### src/common/hps_pkg.sv
// shared widths, command codes and the configuration string for the host command endpoint
`default_nettype none

package hps_pkg;

	//////////////////////////////
	// bus and register widths

	typedef logic [15:0]  io_word_t;
	typedef logic [15:0]  cmd_t;
	// word counter within one command, saturates at all ones
	typedef logic [5:0]   byte_cnt_t;
	typedef logic [31:0]  joy_t;
	typedef logic [127:0] status_t;
	typedef logic [26:0]  ioctl_addr_t;
	typedef logic [7:0]   ioctl_byte_t;

	typedef enum logic [0:0] {
		FIO_WAIT_CMD = 1'b0,
		FIO_ARGS     = 1'b1
	} fio_phase_e;

	//////////////////////////////
	// user I/O commands

	localparam cmd_t CMD_CFG        = 16'h0001;
	localparam cmd_t CMD_JOY0       = 16'h0002;
	localparam cmd_t CMD_JOY1       = 16'h0003;
	localparam cmd_t CMD_JOY2       = 16'h0010;
	localparam cmd_t CMD_JOY3       = 16'h0011;
	localparam cmd_t CMD_JOY_RAW    = 16'h000F;
	localparam cmd_t CMD_CONF_STR   = 16'h0014;
	localparam cmd_t CMD_STATUS     = 16'h001E;
	localparam cmd_t CMD_STATUS_REQ = 16'h0029;
	localparam cmd_t CMD_MENUMASK   = 16'h002E;
	localparam cmd_t CMD_SDRAM_SZ   = 16'h0031;

	//////////////////////////////
	// file channel commands

	localparam cmd_t FIO_FILE_TX     = 16'h0053;
	localparam cmd_t FIO_FILE_TX_DAT = 16'h0054;
	localparam cmd_t FIO_FILE_INDEX  = 16'h0055;
	localparam cmd_t FIO_FILE_INFO   = 16'h0056;

	// heads the reply to a status request
	localparam logic [3:0] STATUS_REQ_TAG = 4'hA;

	// menu description handed to the host, first character in the top byte
	localparam int CONF_STRLEN = 48;
	localparam logic [CONF_STRLEN*8-1:0] CONF_STR =
		"DEMO;;O12,Scanlines,Off,25%,50%;T0,Reset;V,v1.00";

	// one ROM entry per counter value, so every address is defined
	localparam int CONF_ROM_DEPTH = 2 ** $bits(byte_cnt_t);

endpackage

`default_nettype wire

### src/fio/fio_loader.sv
// file channel decoder; turns host download commands into core byte writes
`timescale 1ns/1ns
`default_nettype none

module fio_loader (
	input  logic                 clk_sys,
	input  logic                 rst,
	input  logic                 fp_enable,
	input  logic                 io_strobe,
	input  hps_pkg::io_word_t    io_din,

	output logic                 ioctl_download,
	output logic                 ioctl_wr,
	output hps_pkg::io_word_t    ioctl_index,
	output hps_pkg::ioctl_addr_t ioctl_addr,
	output hps_pkg::ioctl_byte_t ioctl_dout,
	output logic [31:0]          ioctl_file_ext
);

	hps_pkg::fio_phase_e  phase;
	hps_pkg::cmd_t        cmd;
	// argument index, word 1 is zero, sticks at 3
	logic [1:0]           arg_cnt;
	// next byte address of the download
	hps_pkg::ioctl_addr_t addr;
	logic                 wr_pend;

	always_ff @(posedge clk_sys) begin
		if (rst) begin
			phase          <= hps_pkg::FIO_WAIT_CMD;
			cmd            <= '0;
			arg_cnt        <= '0;
			addr           <= '0;
			wr_pend        <= 1'b0;
			ioctl_wr       <= 1'b0;
			ioctl_download <= 1'b0;
			ioctl_index    <= '0;
			ioctl_addr     <= '0;
			ioctl_dout     <= '0;
			ioctl_file_ext <= '0;
		end else begin
			// write strobe lags the data by one cycle
			ioctl_wr <= wr_pend;
			wr_pend  <= 1'b0;

			if (!fp_enable) begin
				phase <= hps_pkg::FIO_WAIT_CMD;
			end else if (io_strobe) begin
				case (phase)
					hps_pkg::FIO_WAIT_CMD: begin
						cmd     <= io_din;
						arg_cnt <= '0;
						phase   <= hps_pkg::FIO_ARGS;
					end

					hps_pkg::FIO_ARGS: begin
						if (arg_cnt != 2'd3) begin
							arg_cnt <= arg_cnt + 2'd1;
						end

						case (cmd)
							// extension, high half first
							hps_pkg::FIO_FILE_INFO: begin
								case (arg_cnt)
									2'd0: ioctl_file_ext[31:16] <= io_din;
									2'd1: ioctl_file_ext[15:0] <= io_din;
									default: ;
								endcase
							end

							hps_pkg::FIO_FILE_INDEX: ioctl_index <= io_din;

							hps_pkg::FIO_FILE_TX: begin
								case (arg_cnt)
									2'd0: begin
										if (io_din[7:0] != 8'h00) begin
											addr           <= '0;
											ioctl_download <= 1'b1;
										end else begin
											// park on the next unwritten byte
											if (ioctl_download) begin
												ioctl_addr <= addr;
											end
											ioctl_download <= 1'b0;
										end
									end
									2'd1: begin
										ioctl_addr[15:0] <= io_din;
										addr[15:0]       <= io_din;
									end
									2'd2: begin
										ioctl_addr[26:16] <= io_din[10:0];
										addr[26:16]       <= io_din[10:0];
									end
									default: ;
								endcase
							end

							// bytes outside a download are dropped
							hps_pkg::FIO_FILE_TX_DAT: begin
								if (ioctl_download) begin
									ioctl_addr <= addr;
									ioctl_dout <= io_din[7:0];
									wr_pend    <= 1'b1;
									addr       <= addr + 27'd1;
								end
							end

							default: ;
						endcase
					end

					default: phase <= hps_pkg::FIO_WAIT_CMD;
				endcase
			end
		end
	end

	// a write may only land inside an open download
	a_wr_in_download: assert property (@(posedge clk_sys) disable iff (rst)
		ioctl_wr |-> ioctl_download);

endmodule

`default_nettype wire

### src/hdl/hps_io.sv
// host command endpoint top; sits between the host strobed I/O bus and the emulated core
`timescale 1ns/1ns
`default_nettype none

module hps_io (
	input  logic                 clk_sys,
	input  logic                 rst,
	input  logic                 io_enable,
	input  logic                 fp_enable,
	input  logic                 io_strobe,
	input  hps_pkg::io_word_t    io_din,
	output hps_pkg::io_word_t    io_dout,

	input  hps_pkg::io_word_t    joy_raw,
	input  hps_pkg::status_t     status_in,
	input  logic                 status_set,
	input  hps_pkg::io_word_t    status_menumask,

	output logic [1:0]           buttons,
	output logic                 forced_scandoubler,
	output logic                 direct_video,
	output hps_pkg::joy_t        joystick_0,
	output hps_pkg::joy_t        joystick_1,
	output hps_pkg::joy_t        joystick_2,
	output hps_pkg::joy_t        joystick_3,
	output hps_pkg::status_t     status,
	output hps_pkg::io_word_t    sdram_sz,

	output logic                 ioctl_download,
	output logic                 ioctl_wr,
	output hps_pkg::io_word_t    ioctl_index,
	output hps_pkg::ioctl_addr_t ioctl_addr,
	output hps_pkg::ioctl_byte_t ioctl_dout,
	output logic [31:0]          ioctl_file_ext
);

	hps_pkg::io_word_t uio_dout;

	// file channel has nothing to read back
	assign io_dout = fp_enable ? '0 : uio_dout;

	uio_regs i_uio_regs (
		.clk_sys            (clk_sys),
		.rst                (rst),
		.io_enable          (io_enable),
		.io_strobe          (io_strobe),
		.io_din             (io_din),
		.io_dout            (uio_dout),
		.joy_raw            (joy_raw),
		.status_in          (status_in),
		.status_set         (status_set),
		.status_menumask    (status_menumask),
		.buttons            (buttons),
		.forced_scandoubler (forced_scandoubler),
		.direct_video       (direct_video),
		.joystick_0         (joystick_0),
		.joystick_1         (joystick_1),
		.joystick_2         (joystick_2),
		.joystick_3         (joystick_3),
		.status             (status),
		.sdram_sz           (sdram_sz)
	);

	fio_loader i_fio_loader (
		.clk_sys        (clk_sys),
		.rst            (rst),
		.fp_enable      (fp_enable),
		.io_strobe      (io_strobe),
		.io_din         (io_din),
		.ioctl_download (ioctl_download),
		.ioctl_wr       (ioctl_wr),
		.ioctl_index    (ioctl_index),
		.ioctl_addr     (ioctl_addr),
		.ioctl_dout     (ioctl_dout),
		.ioctl_file_ext (ioctl_file_ext)
	);

endmodule

`default_nettype wire

### src/uio/confstr_rom.sv
// configuration string ROM; returns one string byte per address with one cycle of latency
`timescale 1ns/1ns
`default_nettype none

module confstr_rom (
	input  logic               clk_sys,
	input  hps_pkg::byte_cnt_t conf_addr,
	output logic [7:0]         conf_byte
);

	logic [7:0] rom [hps_pkg::CONF_ROM_DEPTH];

	// first character is the top byte of the literal, tail of the ROM reads zero
	initial begin
		for (int i = 0; i < hps_pkg::CONF_ROM_DEPTH; i++) begin
			if (i < hps_pkg::CONF_STRLEN) begin
				rom[i] = hps_pkg::CONF_STR[(hps_pkg::CONF_STRLEN - i) * 8 - 1 -: 8];
			end else begin
				rom[i] = 8'h00;
			end
		end
	end

	always_ff @(posedge clk_sys) begin
		conf_byte <= rom[conf_addr];
	end

endmodule

`default_nettype wire

### src/uio/uio_regs.sv
// user I/O command decoder; holds the core control registers and answers host readbacks
`timescale 1ns/1ns
`default_nettype none

module uio_regs (
	input  logic               clk_sys,
	input  logic               rst,
	input  logic               io_enable,
	input  logic               io_strobe,
	input  hps_pkg::io_word_t  io_din,
	output hps_pkg::io_word_t  io_dout,

	input  hps_pkg::io_word_t  joy_raw,
	input  hps_pkg::status_t   status_in,
	input  logic               status_set,
	input  hps_pkg::io_word_t  status_menumask,

	output logic [1:0]         buttons,
	output logic               forced_scandoubler,
	output logic               direct_video,
	output hps_pkg::joy_t      joystick_0,
	output hps_pkg::joy_t      joystick_1,
	output hps_pkg::joy_t      joystick_2,
	output hps_pkg::joy_t      joystick_3,
	output hps_pkg::status_t   status,
	output hps_pkg::io_word_t  sdram_sz
);

	hps_pkg::cmd_t       cmd;
	hps_pkg::byte_cnt_t  byte_cnt;
	hps_pkg::byte_cnt_t  word_idx;
	hps_pkg::io_word_t   cfg;
	hps_pkg::joy_t       joy_q [4];
	logic [1:0]          joy_sel;
	logic                status_word;
	logic [7:0]          conf_byte;

	logic                status_set_q;
	logic [3:0]          req_cnt;
	hps_pkg::status_t    req_status;

	// config word bits, the others are handled outside the core
	assign buttons            = cfg[1:0];
	assign forced_scandoubler = cfg[4];
	assign direct_video       = cfg[10];

	assign joystick_0 = joy_q[0];
	assign joystick_1 = joy_q[1];
	assign joystick_2 = joy_q[2];
	assign joystick_3 = joy_q[3];

	// 0x02, 0x03, 0x10, 0x11 map onto bits 4 and 0
	assign joy_sel = {cmd[4], cmd[0]};

	// argument index, word 1 is index 0
	assign word_idx    = byte_cnt - 6'd1;
	assign status_word = (word_idx < 6'd8);

	// string byte n-1 is ready by the strobe of word n
	confstr_rom i_confstr_rom (
		.clk_sys   (clk_sys),
		.conf_addr (word_idx),
		.conf_byte (conf_byte)
	);

	//////////////////////////////
	// status set request capture

	always_ff @(posedge clk_sys) begin
		if (rst) begin
			status_set_q <= 1'b0;
			req_cnt      <= '0;
			req_status   <= '0;
		end else begin
			status_set_q <= status_set;
			if (status_set && !status_set_q) begin
				req_cnt    <= req_cnt + 4'd1;
				req_status <= status_in;
			end
		end
	end

	//////////////////////////////
	// command decode

	always_ff @(posedge clk_sys) begin
		if (rst) begin
			cmd      <= '0;
			byte_cnt <= '0;
			io_dout  <= '0;
			cfg      <= '0;
			status   <= '0;
			sdram_sz <= '0;
			for (int i = 0; i < 4; i++) begin
				joy_q[i] <= '0;
			end
		end else if (!io_enable) begin
			// abort, next strobe is a new command
			cmd      <= '0;
			byte_cnt <= '0;
			io_dout  <= '0;
		end else if (io_strobe) begin
			io_dout <= '0;
			if (~&byte_cnt) begin
				byte_cnt <= byte_cnt + 6'd1;
			end

			if (byte_cnt == '0) begin
				cmd <= io_din;
				if (io_din == hps_pkg::CMD_STATUS_REQ) begin
					io_dout <= {8'h00, hps_pkg::STATUS_REQ_TAG, req_cnt};
				end
			end else begin
				case (cmd)
					hps_pkg::CMD_CFG: cfg <= io_din;

					hps_pkg::CMD_JOY0, hps_pkg::CMD_JOY1,
					hps_pkg::CMD_JOY2, hps_pkg::CMD_JOY3: begin
						if (byte_cnt == 6'd1) begin
							joy_q[joy_sel][15:0] <= io_din;
						end else begin
							joy_q[joy_sel][31:16] <= io_din;
						end
					end

					// low half-word first
					hps_pkg::CMD_STATUS: begin
						if (status_word) begin
							status[{word_idx[2:0], 4'h0} +: 16] <= io_din;
						end
					end

					hps_pkg::CMD_STATUS_REQ: begin
						if (status_word) begin
							io_dout <= req_status[{word_idx[2:0], 4'h0} +: 16];
						end
					end

					hps_pkg::CMD_MENUMASK: begin
						if (byte_cnt == 6'd1) begin
							io_dout <= status_menumask;
						end
					end

					hps_pkg::CMD_JOY_RAW: io_dout <= joy_raw;

					// zero once past the end of the string
					hps_pkg::CMD_CONF_STR: begin
						if (byte_cnt <= hps_pkg::byte_cnt_t'(hps_pkg::CONF_STRLEN)) begin
							io_dout <= {8'h00, conf_byte};
						end
					end

					hps_pkg::CMD_SDRAM_SZ: begin
						if (byte_cnt == 6'd1) begin
							sdram_sz <= io_din;
						end
					end

					default: ;
				endcase
			end
		end
	end

	//////////////////////////////
	// host protocol checks

	// the ROM needs the spare cycle between strobes
	a_strobe_spacing: assert property (@(posedge clk_sys) disable iff (rst)
		io_strobe |=> !io_strobe);

	a_cnt_no_wrap: assert property (@(posedge clk_sys) disable iff (rst)
		(io_enable && byte_cnt != '0) |=> (byte_cnt != '0));

endmodule

`default_nettype wire
### config.mk
export PLATFORM = sky130hd
export DESIGN_NAME = hps_io
export DESIGN_NICKNAME = d
export VERILOG_FILES = /design/src/common/hps_pkg.sv /design/src/fio/fio_loader.sv /design/src/hdl/hps_io.sv /design/src/uio/confstr_rom.sv /design/src/uio/uio_regs.sv
export SDC_FILE = /design/constraint.sdc
export NUM_CORES = 1
export LEC_CHECK = 0
export ABC_AREA = 1
export ABC_CLOCK_PERIOD_IN_PS = 6500
export BUFFER_PORTS_ARGS = -buffer_cell sky130_fd_sc_hd__buf_4
export CAP_MARGIN = 5
export CORE_ASPECT_RATIO = 1.75
export CORE_MARGIN = 2
export CORE_UTILIZATION = 45
export DETAILED_ROUTE_END_ITERATION = 10
export GPL_ROUTABILITY_DRIVEN = 0
export PLACE_DENSITY = 0.67
export SYNTH_ARGS = -nofsm -noshare
export SYNTH_HDL_FRONTEND = slang
export SYNTH_SLANG_ARGS = --single-unit
### constraint.sdc
create_clock -name clk_sys -period 6.5 [get_ports clk_sys]
set_input_delay 1.3 -clock clk_sys [delete_from_list [all_inputs] [get_ports clk_sys]]
set_output_delay 1.3 -clock clk_sys [all_outputs]
set_load 0.1 [all_outputs]
==> metrics.txt, run 1 <==
status complete, no violations; worst r2r dst i_uio_regs.joy_q[1][27]; final setup violating endpoints 0; sequential element share of the synthesized area approximately half; final instance area approximately 32000 um^2; Worst-Skew Late Latency about 0.62 ns; I/O pin cnt between 500 and 600; CTS tree yes; routed vias roughly 25000; CTS Buffer Depth 3; Netlist cell types 41; Max Clock Freq roughly 230 MHz; Final nets between 4000 and 5000; Die Width between 150 and 200 um; Post-CTS Hold Buffers 0; clock root cell clkbuf_16; CTS Buf Count 52; Hold Path Class reg2reg; peak supply drop 0.000282 V; setup repair bufs after CTS 0; Warnings, synthesis 0; Async SR Flop Fraction 0%; Max Cap Violations 0; vias in the first global route 23126; Worst-Margin Slew 1.18 ns; slowest stage delay, CP around 0.72 ns; DR pass1 iterations 7; Pwr Density 252 nW/um^2; initial core utilization ~45%; Top FF cell, synth dfxtp_1; Detailed Place HPWL 67.8 mm; Area contributors post-synth dfxtp_1, edfxtp_1, o21ai_0; RSZ-0062 raised after global routing no; Core Rows around 120; Tmin final approximately 4.3 ns; largest area contributor in the netlist dfxtp_1; overall routing resource usage 30.9%; TNS Setup 0 ns; reg-to-reg slack, setup around 2.2 ns; grt ovf 0; Crit. End Element register; largest net degree at the start of global routing between 100 and 150; Post-CTS Resized 0; final core utilization 56.6%; drt via density between 5 and 6; crit path launch type register; r2r worst-path depth 12; flop and latch count out of synthesis a little under 600; Post-Route WL between 90 and 100 mm; clk_skew about 0.032 ns; Final Max Tran Viols 0; RR Startpoint i_uio_regs.byte_cnt[0]; Cell Area, Synth around 26000 um^2; Area after DPL roughly 30000 um^2; initial antenna violation count 1; commonest non-fill, non-tap cell in the layout nor2_1; initial DRC count approximately 2100; Hold Fails Final Rpt 0; I/O Buffers 558; arrival time at the worst endpoint 4.51 ns; critical path data required time just under 7 ns; core outline area approximately 56000 um^2; Synth Net Count around 3600; Avg Inst Size Synth 7.49 um^2; critical path's slowest cell nand2_1; Die Area around 59000 um^2; Area Overhead vs Synth 24.4%; commonest cells after routing, fill and taps aside nor2_1, buf_4, nand2_1; first-pass GRT wire length about 140 mm; start point of the critical path i_uio_regs.byte_cnt[0]; Final ANT Viol Nets 0; Wirelength per Cell 20.1 um; TritonCTS Sinks 586; CP Capture Point i_uio_regs.joy_q[1][27]; top-area cell type share of the netlist area between 30% and 40%; H-tree depth 2; Die Ht between 300 and 400 um; crit share post-route 65.7%; layout cells sized above 1 a little under a fifth; diode count 0; worst path cell trace inv_2 -> buf_4 -> ha_1 -> nand3_2 -> nand2_1 -> inv_2 -> nand2_2 -> nor2_1 -> nand3_1 -> nor2_1 -> nand3_2 -> nand2_1; Max-Slew Margin vs Limit 21.2%; Reg clk slew, reported paths about 0.07 ns; EDFF count, synth 128; WS Path Type reg2reg; Leakage ~14 nW; CP Max Fanout a little over 70; DRC 0; Syn Inst Count ~3400
[how the worst min path moves through the flow]
stage               depth (start not counted)                        start                          end
floorplan                                   2         i_fio_loader.wr_pend        i_fio_loader.ioctl_wr
global route                                2  i_fio_loader.ioctl_index[8]  i_fio_loader.ioctl_index[8]
finish                                      2        i_uio_regs.status[48]        i_uio_regs.status[48]
detailed placement                          2        i_uio_regs.status[48]        i_uio_regs.status[48]
global placement                            2  i_fio_loader.ioctl_index[1]  i_fio_loader.ioctl_index[1]
CTS                                         2        i_uio_regs.status[48]        i_uio_regs.status[48]
[sequential cells by signal (all words and copies together) (netlist names)]
register                            flops
i_fio_loader.phase                      1
i_fio_loader.ioctl_dout                 8
i_uio_regs.sdram_sz                    16
i_fio_loader.arg_cnt                    2
i_fio_loader.ioctl_file_ext            32
i_fio_loader.addr                      27
i_uio_regs.req_status                 128
i_fio_loader.wr_pend                    1
i_fio_loader.ioctl_index               16
i_uio_regs.byte_cnt                     6
i_fio_loader.ioctl_addr                27
i_fio_loader.ioctl_wr                   1
i_fio_loader.cmd                       16
i_fio_loader.ioctl_download             1
i_uio_regs.status                     128
i_uio_regs.joy_q                      128
i_uio_regs.req_cnt                      4
i_uio_regs.i_confstr_rom.conf_byte      7
i_uio_regs.io_dout                     16
i_uio_regs.status_set_q                 1
i_uio_regs.cfg                          4
i_uio_regs.cmd                         16
[area by class of cell]
cell class	instances	area (um^2)
tap	760	951
timing repair buffer	583	4380
multi-input combinational	2294	10500
inverter	322	1220
clock inverter	19	294
sequential	586	13000
fill	5399	24400
clock buffer	73	1450
[through the flow]
stage	instances	hold WS (ns)	total power, W	setup WS [ns]
after floorplan	3414	0.388	0.00452	2.27
after global placement	4544	0.431	0.00483	2.36
after detailed placement	4544	0.435	0.00484	2.30
after CTS	4636	0.445	0.00805	2.27
after global routing	4637	0.465	0.00826	1.93
final	4637	0.443	0.00801	2.23
[logic make-up after synthesis]
group	after synthesis	share of synthesized area, %
and+or+nand+nor	1476	24.2
AOI/OAI and AO/OA	792	15.6
DFF	586	50.9
buffers and inverters	534	8.16
adders and majority gates	15	0.734
muxes	6	0.235
xor gates and xnor gates	5	0.171
[worst max-delay path: cells and delay by family (launching register included)]
family        cells  cell delay [ns]
buf+inv           3             0.73
simple gates      8             2.06
fa+ha+maj         1             0.41
flops             1             0.70
[per-layer routing]
| layer | up-vias | track usage, % | wire length (um) |
|---|---|---|---|
| met5 | - | 0 | 16 |
| met4 | 2 | 18.3 | 6180 |
| met3 | 243 | 6.36 | 8030 |
| met2 | 1134 | 54.4 | 46000 |
| met1 | 11335 | 33.8 | 33000 |
| li1 | 11945 | - | - |
[power breakdown]
group          internal [W]  leakage (nW)  switching, W
Clock               0.00180         0.839       0.00144
Sequential          0.00382          5.05     0.0000568
Combinational      0.000228          7.67      0.000664
Total               0.00585          13.6       0.00216
[cells in the mapped netlist, types with 2 or more instances]
library cell	instances
a211oi_1	6
a21oi_1	310
a31oi_1	2
buf_1	6
buf_2	37
buf_4	3
buf_6	3
clkbuf_1	162
clkinv_1	9
dfxtp_1	458
edfxtp_1	128
ha_1	15
inv_1	301
inv_2	11
mux2i_1	6
nand2_1	555
nand2_2	3
nand2_4	3
nand3_1	169
nand3_2	7
nand3b_1	7
nand4_1	19
nor2_1	588
nor2_2	18
nor2_4	7
nor3_1	87
nor3_2	4
nor3_4	2
nor4_1	2
o211ai_1	2
o21ai_0	463
o21ai_1	2
o21ai_2	2
o22ai_1	4
or2_2	4
xor2_1	4
Power figures use the tool's default switching activity.
==> run 2, diff against run 1 <==
ABC_CLOCK_PERIOD_IN_PS = 3610   (was 6500)
PLACE_DENSITY = 0.7   (was 0.67)
clock period = 3.61 ns   (was 6.5 ns; I/O delays follow)
==> run 2 against run 1 <==
Wire length about the same. Highest routed layer is now met4. Largest power group unchanged. First-iteration DRC count decreased by 7.5%. Critical path type unchanged. Die area unchanged. Combinational power increased by 87%. Clock power increased by 76%. Power increased by 79%. Fmax increased by 36%. Register-to-register slack got worse by 1.8 ns. Flip-flop and latch count unchanged.
==> metrics.txt, run 2 (synthesis results as in run 1) <==
Filler cells 5283 (-2.1%); crit share post-route 86.9% (+21 points); Max Cap Violations 0 (unchanged); I/O pin cnt 559 (unchanged); peak supply drop 0.000342 V (+22%); Final nets 4079 (+1.1%); Wirelength per Cell 19.9 um (-0.98%); RSZ-0062 raised after global routing no; core outline area 56300 um^2 (unchanged); Worst-Skew Late Latency 0.60 ns (-0.02 ns); Crit. End Element register; DRC 0 (unchanged); CTS Buf Count 52 (unchanged); layout cells sized above 1 19.9% (+1.0 points); WP buf/inv 2 (-1); Core Rows 115 (unchanged); critical path data required time 3.82 ns (-2.92 ns); Final ANT Viol Nets 0 (unchanged); worst path cell trace inv_1 -> ha_1 -> nand3_2 -> nand2_1 -> inv_2 -> nand2_2 -> nor2_1 -> nand3_1 -> a21oi_1 -> a21oi_2; I/O Buffers 558 (unchanged); TNS Setup 0 ns (unchanged); overall routing resource usage 30.8% (about the same); crit path launch type register; Pwr Density 446 nW/um^2 (+77%); Detailed Place HPWL 68.5 mm (+0.96%); commonest non-fill, non-tap cell in the layout buf_4; Die Area 58800 um^2 (unchanged); clock network power share 39.8% (-0.7 points); Area after DPL 30400 um^2 (+1.2%); Crit path max-delay family compound AO/OA/AOI/OAI gates; arrival time at the worst endpoint 3.35 ns (-1.16 ns); biggest regs i_uio_regs.joy_q x128, i_uio_regs.req_status x128, i_uio_regs.status x128; clock root cell clkbuf_16; routed vias 24653 (-0.024%); vias in the first global route 22973 (-0.66%); Reg clk slew, reported paths 0.07 ns (about the same); combinational power share 11.6% (+0.5 points); Max Clock Freq 319 MHz (+36%); CTS Buffer Depth 3 (unchanged); Sequential Power Share 48.6% (+0.2 points); Worst-Margin Slew 1.26 ns (+0.0761 ns); critical path's slowest cell a21oi_2; slowest stage delay, CP 0.93 ns (+0.21 ns); Area Overhead vs Synth 25.6%; Post-CTS Resized 0 (unchanged); Post-Route WL 93.3 mm (about the same); Tmin final 3.14 ns (-1.13 ns); Hold Path Class in2reg; DR pass1 iterations 7 (unchanged); TritonCTS Sinks 586 (unchanged); Final Max Tran Viols 0 (unchanged); drt via density 5.26 (-1.0%); status complete, no violations; Leakage 13.8 nW (+1.5%); CTS tree yes; sw power 0.00388 W (+80%); final setup violating endpoints 0 (unchanged); Pint 0.0105 W (+79%); WS Path Type reg2reg; H-tree depth 2 (unchanged); final instance area 32100 um^2 (+1.0%); first-pass GRT wire length 138 mm (-0.65%); Die Width 184 um (unchanged); setup repair bufs after CTS 0 (unchanged); CP Max Fanout 16 (-78%); largest net degree at the start of global routing 116 (-3.3%); diode count 0 (unchanged); clk_skew 0.0182 ns (-0.0134 ns); commonest cells after routing, fill and taps aside buf_4, nor2_1, nand2_1; initial antenna violation count 0 (-1); worst slack, placed 0.536 ns (-1.76 ns); grt ovf 0 (unchanged); sw frac 27.1% (+0.10 points); setup ws final 0.473 ns (-1.76 ns); Post-CTS Hold Buffers 0 (unchanged); initial DRC count 1900 (-7.5%); Die Ht 319 um (unchanged); Hold Fails Final Rpt 0 (unchanged); Max-Slew Margin vs Limit 16.1% (-5.1 points); initial core utilization 45.5% (unchanged)
==> run 2: changes by cell type in the layout (fill, tap and decap cells not counted), moves of 2 or more <==
cell	previous run	this run
buf_12	0	2
buf_4	583	624
bufinv_16	6	4
clkbuf_1	14	10
clkinv_1	8	12
clkinv_2	4	9
clkinvlp_2	0	2
==> run 2: final cells by class <==
type	count	area, um^2	share of cell area (%)
sequential	586	13000	40.5
multi-input combinational	2294	10500	32.7
timing repair buffer	626	4720	14.7
clock buffer	71	1470	4.56
inverter	322	1220	3.80
tap	760	951	2.96
clock inverter	26	249	0.775
==> run 2: final timing paths <==
kind                           from                         to  slack (ns)  cells past startpoint
min reg2reg   i_uio_regs.status[52]      i_uio_regs.status[52]        0.44                      2
min                   status_in[42]  i_uio_regs.req_status[42]        0.34                      3
max reg2reg  i_uio_regs.byte_cnt[1]    i_uio_regs.joy_q[3][26]        0.47                     10
max          i_uio_regs.byte_cnt[1]    i_uio_regs.joy_q[3][26]        0.47                     10
==> run 2: power by group through the flow <==
stage / Clock (W) / Combinational (W) / Sequential [W]
3_5_place_dp: 0 / 0.00165 / 0.00711
6_report: 0.00570 / 0.00167 / 0.00696
5_1_grt: 0.00601 / 0.00178 / 0.00698
3_3_place_gp: 0 / 0.00165 / 0.00711
2_1_floorplan: 0 / 0.000685 / 0.00746
4_1_cts: 0.00578 / 0.00166 / 0.00696
==> run 2: tightest hold or removal path, stage by stage <==
cell    delay [ns]
buf_4         0.08
nor2_1        0.03
nor2_1        0.08
==> run 2: through the flow <==
stage                     utilization (%)  hold slack [ns]  power (W)  instances
after floorplan                         -            0.388    0.00814       3414
after global placement               54.1            0.434    0.00875       4588
after detailed placement             54.1            0.434    0.00876       4588
after CTS                            57.1            0.315     0.0144       4685
after global routing                 57.1            0.326     0.0148       4685
final                                57.1            0.342     0.0143       4685
==> run 2: per-layer routing <==
| layer | wire length (um) | up-vias | track usage [%] |
|---|---|---|---|
| li1 | - | 12054 | - |
| met1 | 33300 | 11280 | 33.4 |
| met2 | 46200 | 1083 | 54.3 |
| met3 | 7160 | 236 | 6.29 |
| met4 | 6600 | 0 | 19.5 |
| met5 | 0 | - | 0 |
